## config.mk

```make
export PLATFORM = sky130hd
export DESIGN_NAME = dcache_wb_top
export DESIGN_NICKNAME = d
export VERILOG_FILES = /design/src/design/wb_pkg.sv /design/src/design/fill_decode.sv /design/src/design/replace_queue.sv /design/src/design/axi_wb_writer.sv /design/src/design/dcache_wb_top.sv
export VERILOG_INCLUDE_DIRS = /design/src /design/src/design
export SDC_FILE = /design/constraint.sdc
export NUM_CORES = 1
export LEC_CHECK = 0
export ABC_AREA = 0
export BUFFER_PORTS_ARGS = -buffer_cell sky130_fd_sc_hd__buf_2
export CORE_ASPECT_RATIO = 0.75
export CORE_UTILIZATION = 55
export DETAILED_ROUTE_END_ITERATION = 8
export PLACE_DENSITY = 0.75
export SLEW_MARGIN = 20
export SYNTH_ARGS = -nofsm -noshare
export SYNTH_HDL_FRONTEND = slang
export SYNTH_SLANG_ARGS = --single-unit
```

## constraint.sdc

```tcl
create_clock -name clk -period 22.6 [get_ports clk]
set_clock_uncertainty 0.15 [all_clocks]
set_input_delay 2.26 -clock clk [delete_from_list [all_inputs] [get_ports clk]]
set_output_delay 2.26 -clock clk [all_outputs]
set_load 0.005 [all_outputs]
```

## src/design/wb_macros.svh

```systemverilog
`ifndef WB_MACROS_SVH
`define WB_MACROS_SVH

// data word, also the width of one fill beat and one W beat.
`define WB_XLEN 64

// physical byte address.
`define WB_PADDR 32

// line geometry. one line is one W burst.
`define WB_LINE_WORDS 4
`define WB_WORD_IDX_W 2
`define WB_LINE_OFF 5
`define WB_LINE_ADDR_W (`WB_PADDR - `WB_LINE_OFF)

// replace queue slots.
`define WB_RQ_DEPTH 4
`define WB_RQ_IDX_W 2

`endif

```

## src/design/wb_pkg.sv

```systemverilog
`include "wb_macros.svh"

package wb_pkg;

    typedef logic [`WB_XLEN-1:0] wb_word_t;
    typedef logic [`WB_LINE_ADDR_W-1:0] wb_laddr_t;
    typedef logic [`WB_RQ_IDX_W-1:0] wb_idx_t;

    // a whole victim line, word 0 first in the stream.
    typedef wb_word_t [`WB_LINE_WORDS-1:0] wb_line_t;

    localparam int WB_HDR_PAD_W = `WB_XLEN - 1 - `WB_RQ_IDX_W - `WB_LINE_ADDR_W;

    // first beat of a victim stream.
    typedef struct packed {
        logic [WB_HDR_PAD_W-1:0] rsvd;
        logic dirty;
        wb_idx_t idx;       // slot handed out at allocation.
        wb_laddr_t line_addr;
    } wb_hdr_t;

    // header or data word, depending on the beat's place in the stream.
    typedef union packed {
        wb_hdr_t hdr;
        wb_word_t data;
    } wb_beat_u;

endpackage

```

## src/design/fill_decode.sv

```systemverilog
`include "wb_macros.svh"

module fill_decode import wb_pkg::*; (
    input  logic clk,
    input  logic rst,

    input  logic fill_valid,
    output logic fill_ready,
    input  wb_beat_u fill_beat,

    output logic commit_en,
    output wb_idx_t commit_idx,
    output logic commit_dirty,
    output wb_laddr_t commit_addr,
    output wb_line_t commit_line
);

    logic in_data;      // header seen, data words follow.
    logic [`WB_WORD_IDX_W-1:0] widx;
    logic beat_fire;
    logic last_word;
    wb_idx_t idx_q;
    logic dirty_q;
    wb_laddr_t addr_q;
    wb_line_t line_q;

    // the stream pauses for the commit cycle.
    assign fill_ready = ~commit_en;
    assign beat_fire = fill_valid & fill_ready;
    assign last_word = (widx == `WB_WORD_IDX_W'(`WB_LINE_WORDS - 1));

    always_ff @(posedge clk or posedge rst) begin
        if (rst) begin
            in_data <= 1'b0;
            widx <= '0;
            commit_en <= 1'b0;
        end else begin
            commit_en <= 1'b0;
            if (beat_fire) begin
                if (!in_data) begin
                    in_data <= 1'b1;
                    widx <= '0;
                end else begin
                    widx <= widx + 1'b1;
                    if (last_word) begin
                        in_data <= 1'b0;
                        commit_en <= 1'b1;
                    end
                end
            end
        end
    end

    always_ff @(posedge clk) begin
        if (beat_fire) begin
            if (!in_data) begin
                idx_q <= fill_beat.hdr.idx;
                dirty_q <= fill_beat.hdr.dirty;
                addr_q <= fill_beat.hdr.line_addr;
            end else begin
                line_q[widx] <= fill_beat.data;   // arrival order.
            end
        end
    end

    assign commit_idx = idx_q;
    assign commit_dirty = dirty_q;
    assign commit_addr = addr_q;
    assign commit_line = line_q;

endmodule

```

## src/design/replace_queue.sv

```systemverilog
`include "wb_macros.svh"

module replace_queue import wb_pkg::*; (
    input  logic clk,
    input  logic rst,

    input  logic alloc_valid,
    output logic alloc_ready,
    output wb_idx_t alloc_idx,

    input  logic commit_en,
    input  wb_idx_t commit_idx,
    input  logic commit_dirty,
    input  wb_laddr_t commit_addr,
    input  wb_line_t commit_line,

    input  logic [`WB_PADDR-1:0] probe_addr,
    output logic probe_hit,

    output logic wb_valid,
    input  logic wb_ready,
    output wb_laddr_t wb_addr,
    output wb_line_t wb_line,
    input  logic wb_done
);

    wb_idx_t head;
    wb_idx_t tail;
    logic head_wrap;
    logic tail_wrap;
    logic full;
    logic empty;

    logic [`WB_RQ_DEPTH-1:0] committed;
    logic [`WB_RQ_DEPTH-1:0] dirty;
    logic issued;       // head line is with the writer.

    wb_laddr_t addr_mem [`WB_RQ_DEPTH];
    wb_line_t line_mem [`WB_RQ_DEPTH];

    logic head_ready;
    logic clean_retire;
    logic retire;

    wb_laddr_t probe_line;
    logic [`WB_RQ_DEPTH-1:0] hit;

    // same index, different lap means every slot is held.
    assign full = (head == tail) & (head_wrap != tail_wrap);
    assign empty = (head == tail) & (head_wrap == tail_wrap);

    assign alloc_ready = ~full;
    assign alloc_idx = tail;

    assign head_ready = ~empty & committed[head];
    assign clean_retire = head_ready & ~dirty[head];
    assign retire = clean_retire | wb_done;

    assign wb_valid = head_ready & dirty[head] & ~issued;
    assign wb_addr = addr_mem[head];
    assign wb_line = line_mem[head];

    always_ff @(posedge clk or posedge rst) begin
        if (rst) begin
            head <= '0;
            tail <= '0;
            head_wrap <= 1'b0;
            tail_wrap <= 1'b0;
            committed <= '0;
            dirty <= '0;
            issued <= 1'b0;
        end else begin
            if (alloc_valid & alloc_ready) begin
                {tail_wrap, tail} <= {tail_wrap, tail} + 1'b1;
            end

            // slots fill out of order, by the index in the header.
            if (commit_en) begin
                committed[commit_idx] <= 1'b1;
                dirty[commit_idx] <= commit_dirty;
            end

            if (wb_valid & wb_ready) begin
                issued <= 1'b1;
            end

            // in-order retirement at the head only.
            if (retire) begin
                committed[head] <= 1'b0;
                dirty[head] <= 1'b0;
                issued <= 1'b0;
                {head_wrap, head} <= {head_wrap, head} + 1'b1;
            end
        end
    end

    always_ff @(posedge clk) begin
        if (commit_en) begin
            addr_mem[commit_idx] <= commit_addr;
            line_mem[commit_idx] <= commit_line;
        end
    end

    // store conflict: any dirty line not yet acknowledged by B.
    assign probe_line = probe_addr[`WB_PADDR-1:`WB_LINE_OFF];

    always_comb begin
        for (int i = 0; i < `WB_RQ_DEPTH; i++) begin
            hit[i] = committed[i] & dirty[i] & (addr_mem[i] == probe_line);
        end
    end

    always_ff @(posedge clk or posedge rst) begin
        if (rst) begin
            probe_hit <= 1'b0;
        end else begin
            probe_hit <= |hit;
        end
    end

endmodule

```

## src/design/axi_wb_writer.sv

```systemverilog
`include "wb_macros.svh"

module axi_wb_writer import wb_pkg::*; (
    input  logic clk,
    input  logic rst,

    input  logic wb_valid,
    output logic wb_ready,
    input  wb_laddr_t wb_addr,
    input  wb_line_t wb_line,
    output logic wb_done,

    output logic aw_valid,
    input  logic aw_ready,
    output logic [`WB_PADDR-1:0] aw_addr,

    output logic w_valid,
    input  logic w_ready,
    output logic [`WB_XLEN-1:0] w_data,
    output logic w_last,

    input  logic b_valid
);

    typedef enum logic [1:0] {
        S_IDLE,
        S_ADDR,
        S_DATA,
        S_RESP
    } state_e;

    state_e state;
    logic [`WB_WORD_IDX_W-1:0] widx;
    wb_laddr_t addr_q;
    wb_line_t line_q;
    logic take;

    assign wb_ready = (state == S_IDLE);
    assign take = wb_valid & wb_ready;

    always_ff @(posedge clk or posedge rst) begin
        if (rst) begin
            state <= S_IDLE;
            widx <= '0;
        end else begin
            case (state)
                S_IDLE: begin
                    if (take) begin
                        state <= S_ADDR;
                        widx <= '0;
                    end
                end
                S_ADDR: begin
                    if (aw_ready) state <= S_DATA;
                end
                S_DATA: begin
                    if (w_ready) begin
                        widx <= widx + 1'b1;
                        if (w_last) state <= S_RESP;
                    end
                end
                S_RESP: begin
                    if (b_valid) state <= S_IDLE;   // next line only after B.
                end
                default: state <= S_IDLE;
            endcase
        end
    end

    always_ff @(posedge clk) begin
        if (take) begin
            addr_q <= wb_addr;
            line_q <= wb_line;
        end
    end

    assign aw_valid = (state == S_ADDR);
    assign aw_addr = {addr_q, {`WB_LINE_OFF{1'b0}}};     // line aligned.

    assign w_valid = (state == S_DATA);
    assign w_data = line_q[widx];
    assign w_last = (widx == `WB_WORD_IDX_W'(`WB_LINE_WORDS - 1));

    assign wb_done = (state == S_RESP) & b_valid;

endmodule

```

## src/design/dcache_wb_top.sv

```systemverilog
`include "wb_macros.svh"

module dcache_wb_top import wb_pkg::*; (
    input  logic clk,
    input  logic rst,

    input  logic alloc_valid,
    output logic alloc_ready,
    output wb_idx_t alloc_idx,

    input  logic fill_valid,
    output logic fill_ready,
    input  wb_beat_u fill_beat,

    input  logic [`WB_PADDR-1:0] probe_addr,
    output logic probe_hit,

    output logic aw_valid,
    input  logic aw_ready,
    output logic [`WB_PADDR-1:0] aw_addr,
    output logic w_valid,
    input  logic w_ready,
    output logic [`WB_XLEN-1:0] w_data,
    output logic w_last,
    input  logic b_valid
);

    logic commit_en;
    wb_idx_t commit_idx;
    logic commit_dirty;
    wb_laddr_t commit_addr;
    wb_line_t commit_line;

    logic wb_valid;
    logic wb_ready;
    wb_laddr_t wb_addr;
    wb_line_t wb_line;
    logic wb_done;

    fill_decode u_fill_decode (
        .clk          (clk),
        .rst          (rst),
        .fill_valid   (fill_valid),
        .fill_ready   (fill_ready),
        .fill_beat    (fill_beat),
        .commit_en    (commit_en),
        .commit_idx   (commit_idx),
        .commit_dirty (commit_dirty),
        .commit_addr  (commit_addr),
        .commit_line  (commit_line)
    );

    replace_queue u_replace_queue (
        .clk          (clk),
        .rst          (rst),
        .alloc_valid  (alloc_valid),
        .alloc_ready  (alloc_ready),
        .alloc_idx    (alloc_idx),
        .commit_en    (commit_en),
        .commit_idx   (commit_idx),
        .commit_dirty (commit_dirty),
        .commit_addr  (commit_addr),
        .commit_line  (commit_line),
        .probe_addr   (probe_addr),
        .probe_hit    (probe_hit),
        .wb_valid     (wb_valid),
        .wb_ready     (wb_ready),
        .wb_addr      (wb_addr),
        .wb_line      (wb_line),
        .wb_done      (wb_done)
    );

    axi_wb_writer u_axi_wb_writer (
        .clk      (clk),
        .rst      (rst),
        .wb_valid (wb_valid),
        .wb_ready (wb_ready),
        .wb_addr  (wb_addr),
        .wb_line  (wb_line),
        .wb_done  (wb_done),
        .aw_valid (aw_valid),
        .aw_ready (aw_ready),
        .aw_addr  (aw_addr),
        .w_valid  (w_valid),
        .w_ready  (w_ready),
        .w_data   (w_data),
        .w_last   (w_last),
        .b_valid  (b_valid)
    );

endmodule

```

# Word-level counts from Yosys, hierarchy flattened

Memories as Yosys holds them, arrays and structs flattened. A register that Yosys moved wholly into a read port is not among the register bits.
Index checks and enable logic that the tools add are counted.

Eq/ne operators: 17
Mux-type cells: 37
Bitwise gates (word level): 29
Reduce and logical (&&, ||, !) cells: 11
Add/subtract/negate cells: 4
Order comparisons: 7

Operators by type and width:

| cell                  | count |
|---|---|
| $bwmux W256           | 1 |
| $bmux W64 S2          | 1 |
| $demux W64 S2         | 1 |
| $mux W64              | 2 |
| $eq A27 B27 Y1        | 4 |
| $and A1 B1 Y1         | 18 |
| $mux W2               | 8 |
| $mux W4               | 4 |
| $mux W1               | 13 |
| $lt A2 B3 Y1 const B  | 4 |
| $and A4 B4 Y4         | 2 |
| $eq A2 B2 Y1 const B  | 4 |
| $pmux W2 S4           | 1 |
| $add A3 B1 Y3 const B | 2 |
| $ge A2 B1 Y1 const B  | 3 |
| $ne A2 B1 Y1 const B  | 3 |
| $not A1 Y1            | 6 |
| $reduce_and A5 Y1     | 1 |
| $add A2 B1 Y2 const B | 2 |
| $bmux W1 S2           | 2 |
| $bwmux W4             | 1 |
| $demux W1 S2          | 2 |
| $ne A2 B2 Y1 const B  | 2 |
| $not A4 Y4            | 1 |
| 13 further kinds      | 17 |

Word-level logic and storage cells: 127
Memories: 2
RAM bits: 1132
Register bits: 310

Memories:

| name                     | depth | width | read ports | clocked after memory_dff | wr ports | RTL line            | RTL |
|---|---|---|---|---|---|---|---|
| u_replace_queue.line_mem | 4     | 256   | 1          | 1                        | 1        | replace_queue.sv:39 | `` wb_line_t line_mem [`WB_RQ_DEPTH]; `` |
| u_replace_queue.addr_mem | 4     | 27    | 5          | 1                        | 1        | replace_queue.sv:38 | `` wb_laddr_t addr_mem [`WB_RQ_DEPTH]; `` |

# Logic depth before layout (Yosys ltp)

Depth after elaboration: 9
Mapped depth: 7
Gate-level depth less buffers: 6

# Modules after synthesis

From an unflattened synthesis, not the netlist that was laid out.

Cells, all modules: 2420
Area total of the unflattened synthesis: 61956.9 µm²

By module, submodules not included:

| module        | area an instance (µm²) | times used | cells each |
|---|---|---|---|
| replace_queue | 42726.0                | 1          | 1712 |
| axi_wb_writer | 10371.2                | 1          | 396 |
| fill_decode   | 8859.7                 | 1          | 312 |

# Worst setup path after synthesis

No wires, ideal clock.

Kind: register to register
Start point: register u_fill_decode.idx_q[1] (netlist: u_fill_decode.commit_idx[1])
End point: register u_replace_queue.dirty[1]
Clock period less this slack: 22.760 ns
Arrival time: 22.468 ns
Required time: 22.308 ns
Setup slack: -0.160 ns
Library setup time: 0.142 ns
Path buffers: 0
Cell stages (with the launch flop): 4
Path through: edfxtp_1 nor3b_1 mux2i_1 a21oi_1

Word-level cells in the longest chain between the ends: 8

RTL lines:

| element                                                            | RTL line            | RTL |
|---|---|---|
| start: declaration                                                 | fill_decode.sv:22   | `wb_idx_t idx_q;` |
| start signal: assignment                                           | fill_decode.sv:57   | `idx_q <= fill_beat.hdr.idx;` |
| $lt A2 B3 Y1 (not written as such) or $ge A2 B1 Y1 (tied branches) | replace_queue.sv:80 | `dirty[commit_idx] <= commit_dirty;` |
| $logic_and A1 B1 Y1 (not written as such)                          | replace_queue.sv:80 |  |
| $mux W1 (not written as such)                                      | replace_queue.sv:80 |  |
| $demux W1 S2 (*)                                                   | -                   |  |
| $bwmux W4 (*)                                                      | replace_queue.sv:80 |  |
| $mux W4 (*)                                                        | replace_queue.sv:78 | `if (commit_en) begin` |
| $and A4 B4 Y4 (no line)                                            | -                   |  |
| $mux W4 (*)                                                        | replace_queue.sv:88 | `if (retire) begin` |
| end signal: indexed assignment                                     | replace_queue.sv:80 |  |
| end: declaration                                                   | replace_queue.sv:35 | `` logic [`WB_RQ_DEPTH-1:0] dirty; `` |

Every way passes the cells marked *; elsewhere a longest branch is shown, timed or not.
A chain may end at the register's enable or synchronous reset.

# Final worst setup path

Start point: register u_axi_wb_writer.widx[0]
End point: output w_data[59]

Word-level cells in the longest chain between the ends: 2

RTL lines:

| element                        | RTL line            | RTL |
|---|---|---|
| start: declaration             | axi_wb_writer.sv:33 | `` logic [`WB_WORD_IDX_W-1:0] widx; `` |
| start signal: assignment       | axi_wb_writer.sv:58 | `widx <= widx + 1'b1;` |
| $bmux W64 S2                   | axi_wb_writer.sv:81 | `assign w_data = line_q[widx];` |
| $mux W64 (not written as such) | axi_wb_writer.sv:81 |  |
| end: declaration               | dcache_wb_top.sv:23 | `` output logic [`WB_XLEN-1:0] w_data, `` |

No other way between the ends. The select of a mux whose other input is x is not followed.

==> results.json <==
{
  "ys_seq_elements": 1725,
  "cts_buffers": 157,
  "synthFlopType": "edfxtp_1",
  "syn_inst": 2431,
  "dr.pass1.iters": 5,
  "p_total_w": 0.00791,
  "powerDensity_nw_per_um2": 113,
  "setup.worst_path.start": "u_axi_wb_writer.widx[0]",
  "dp_cells": 4079,
  "totalWireLength_mm": 116,
  "leakage_nw": 21.9,
  "yosys.area_share.simple_pct": 0.742,
  "tns_ns": 0,
  "grt_setup_unrepaired": "false",
  "max_stage_delay_ns": 0.75,
  "finalSetupViolCount": 0,
  "ys_top_cells_by_area": "edfxtp_1 83%, mux4_2 13%, xnor2_1 1.0%",
  "num_vias": 25500,
  "maxSlewViolCount": 0,
  "synth-edff-count": 1701,
  "die_height_um": 293,
  "clk_latency_ns": 0.77,
  "antenna_left": 0,
  "final_nets": 2847,
  "clk_pin_slew_ns": 0.06,
  "die_x_um": 389,
  "critical_path_class": "reg2out",
  "post_drt_via_cell_ratio": 5.84,
  "synth_top_family_by_area": "multiplexers",
  "critPathCapture": "w_data[59]",
  "cts_tree": "done",
  "rows": 106,
  "postCtsSetupBuffers": 0,
  "numPortBuffers": 196,
  "antenna_found_initial": 15,
  "grt_pass1_vias": 26600,
  "yosysTopAreaCell": "edfxtp_1",
  "crit_chain": "buf_4 -> buf_4 -> mux4_2 -> buf_2",
  "hold_buffers": 0,
  "area.growth.synth_to_final_pct": 12.8,
  "h-tree-depth": 4,
  "r2r-start": "u_replace_queue.head[1]",
  "coreArea_um2": 112000,
  "ys.warnings.count": 0,
  "drive_above_1_share_pct": 28.5,
  "synthAdderAreaFrac_pct": 0.303,
  "die-area_um2": 114000,
  "ys_async_sr_fraction_pct": 1.39,
  "multi_input_area_um2": 9790,
  "timing.slew.headroom_pct": 27.4,
  "synth_area_um2": 61900,
  "fin_cells": 4373,
  "grtUsageTotal_pct": 20.7,
  "ys_types": 36,
  "hold_viol": 0,
  "fmax_ghz": 0.162,
  "worstMarginPinSlew_ns": 1.09,
  "outcome": "completed",
  "cts.sinks": 1725,
  "path_max_fanout": 30,
  "cts_resized": 0,
  "drt-initial-drc-count": 2726,
  "critPathLaunchType": "flop",
  "crit_slowest_cell": "buf_4",
  "r2r_end": "u_axi_wb_writer.line_q[68]",
  "ys_seq_area_share_pct": 83.5,
  "crit_arrival_ns": 3.77,
  "end_kind": "primary output",
  "ios": 207,
  "root_buffer": "clkbuf_16",
  "hold_depth": 0,
  "crit_required_ns": 20.19,
  "reg2reg_slack_ns": 16.93,
  "synth.avg_cell_area_um2": 25.5,
  "dpl.hpwl_mm": 61.8,
  "grt_max_degree": 154,
  "drc": 0,
  "hold_class": "reg2reg",
  "fin_util_pct": 62.6,
  "crit_top_cell": "buf_4",
  "synth_compound_area_share_pct": 0.204,
  "reg2regPathDepth": 6,
  "clock_path_buffers": 3,
  "post_drt_wl_per_cell_um": 26.5,
  "finalCritPeriodShare_pct": 27.3,
  "synth_top_area_share_pct": 82.5,
  "synthMuxAreaShare_pct": 12.8,
  "period_minus_slack_ns": 6.18,
  "ir_drop_v": 0.0000760,
  "grt_pass1_wl_mm": 172,
  "grt.overflow.total": 0,
  "synth_xor_area_share_pct": 1.63,
  "regArea_um2": 51700,
  "maxCapViolations": 0,
  "num-fill-cells": 7158,
  "place_congestion": 0.856,
  "start_util_pct": 55.5
}
-- how the worst min path moves through the flow --
stage                                                  end                           start  slack (ns)
after global routing       u_replace_queue.addr_mem[2][21]   u_fill_decode.commit_addr[21]        0.34
after CTS                 u_replace_queue.line_mem[3][186]  u_fill_decode.commit_line[186]        0.33
after global placement    u_replace_queue.line_mem[0][219]  u_fill_decode.commit_line[219]        0.31
final                     u_replace_queue.line_mem[3][186]  u_fill_decode.commit_line[186]        0.33
after detailed placement  u_replace_queue.line_mem[2][209]  u_fill_decode.commit_line[209]        0.33
after floorplan             u_replace_queue.addr_mem[0][0]    u_fill_decode.commit_addr[0]        0.31
-- cells in the mapped netlist, types with 6 or more instances --
master and count:
edfxtp_1 1701, mux4_2 349, xnor2_1 72, clkbuf_1 51, xor2_1 43, buf_2 37
dfrtp_1 24, nand4_1 21, ha_1 15, nand2_1 13, nor2_1 12, nor4_1 12
inv_1 11, buf_1 9, a21oi_1 8, and3_1 8, nand3_1 7, o21ai_0 6
-- per-stage QoR --
| step | setup slack, ns | hold slack [ns] | cell area (µm²) |
|---|---|---|---|
| after floorplan | 1.12 | 0.309 | 61900 |
| after global placement | 16.94 | 0.312 | 64700 |
| after detailed placement | 16.82 | 0.328 | 64800 |
| after CTS | 16.22 | 0.330 | 69700 |
| after global routing | 16.17 | 0.342 | 69800 |
| final | 16.42 | 0.327 | 69800 |
-- critical path: cells and delay by family, from the launching register on --
kind | cells | cell delay, ns
buffers and inverters | 3 | 1.66
DFF | 1 | 0.59
muxes | 1 | 0.68
-- cell families after synthesis --
family / count (synthesis)
buf+inv: 114
fa+ha+maj: 15
mux: 356
simple gates: 84
compound gates: 21
flops: 1725
xor+xnor: 115
other cells: 1
-- area by class of cell --
class	instances	area share [%]
clock buffer	203	6.19
tap	1512	2.71
clock inverter	82	0.935
multi-input combinational	596	14.0
inverter	11	0.0591
sequential	1725	74.0
antenna	6	0.0215
timing repair buffer	238	2.02
-- layer usage --
layer	global-route usage (%)	part of all wire (%)	wire length [µm]
met2	33.3	50	57900
met1	28.8	40	46700
met5	0	0.043	50
met3	4.65	7.5	8690
met4	6.31	2.2	2570
-- registers in the layout, indices dropped and copies added, names as in the netlist --
name	cells
u_replace_queue.head	2
u_replace_queue.dirty	4
u_replace_queue.committed	4
u_fill_decode.widx	2
u_fill_decode.commit_addr	27
u_fill_decode.commit_en	1
u_replace_queue.addr_mem	108
u_axi_wb_writer.state	2
u_fill_decode.commit_line	256
u_replace_queue.issued	1
u_replace_queue.tail_wrap	1
u_fill_decode.commit_dirty	1
u_axi_wb_writer.line_q	256
u_fill_decode.commit_idx	2
u_replace_queue.probe_hit	1
u_replace_queue.head_wrap	1
u_axi_wb_writer.widx	2
u_fill_decode.in_data	1
u_axi_wb_writer.addr_q	27
u_replace_queue.alloc_idx	2
u_replace_queue.line_mem	1024
-- report_power, final --
part           switching, W  leakage, nW  internal, W  total (W)
clock network       0.00110         2.43      0.00146    0.00256
registers          0.000152         15.7      0.00390    0.00405
logic              0.000680         3.85     0.000623    0.00130
-- cell usage in the layout, fill, tap and decap left out, types with 5 or more instances in the layout --
master	n
bufinv_16	10
diode_2	6
dfrtp_1	20
ha_1	15
nor4_1	12
nand4_1	21
o21ai_0	6
xnor2_1	72
clkbuf_16	166
nor2_1	10
conb_1	5
clkinv_2	20
mux4_2	349
xor2_1	43
nand2_1	13
mux2i_1	5
edfxtp_1	1701
nand3_1	7
buf_2	196
clkinv_1	41
buf_4	35
a21oi_1	8
inv_6	6
inv_1	11
and3_4	6
clkbuf_1	34
(Power assumes the default switching activity.)
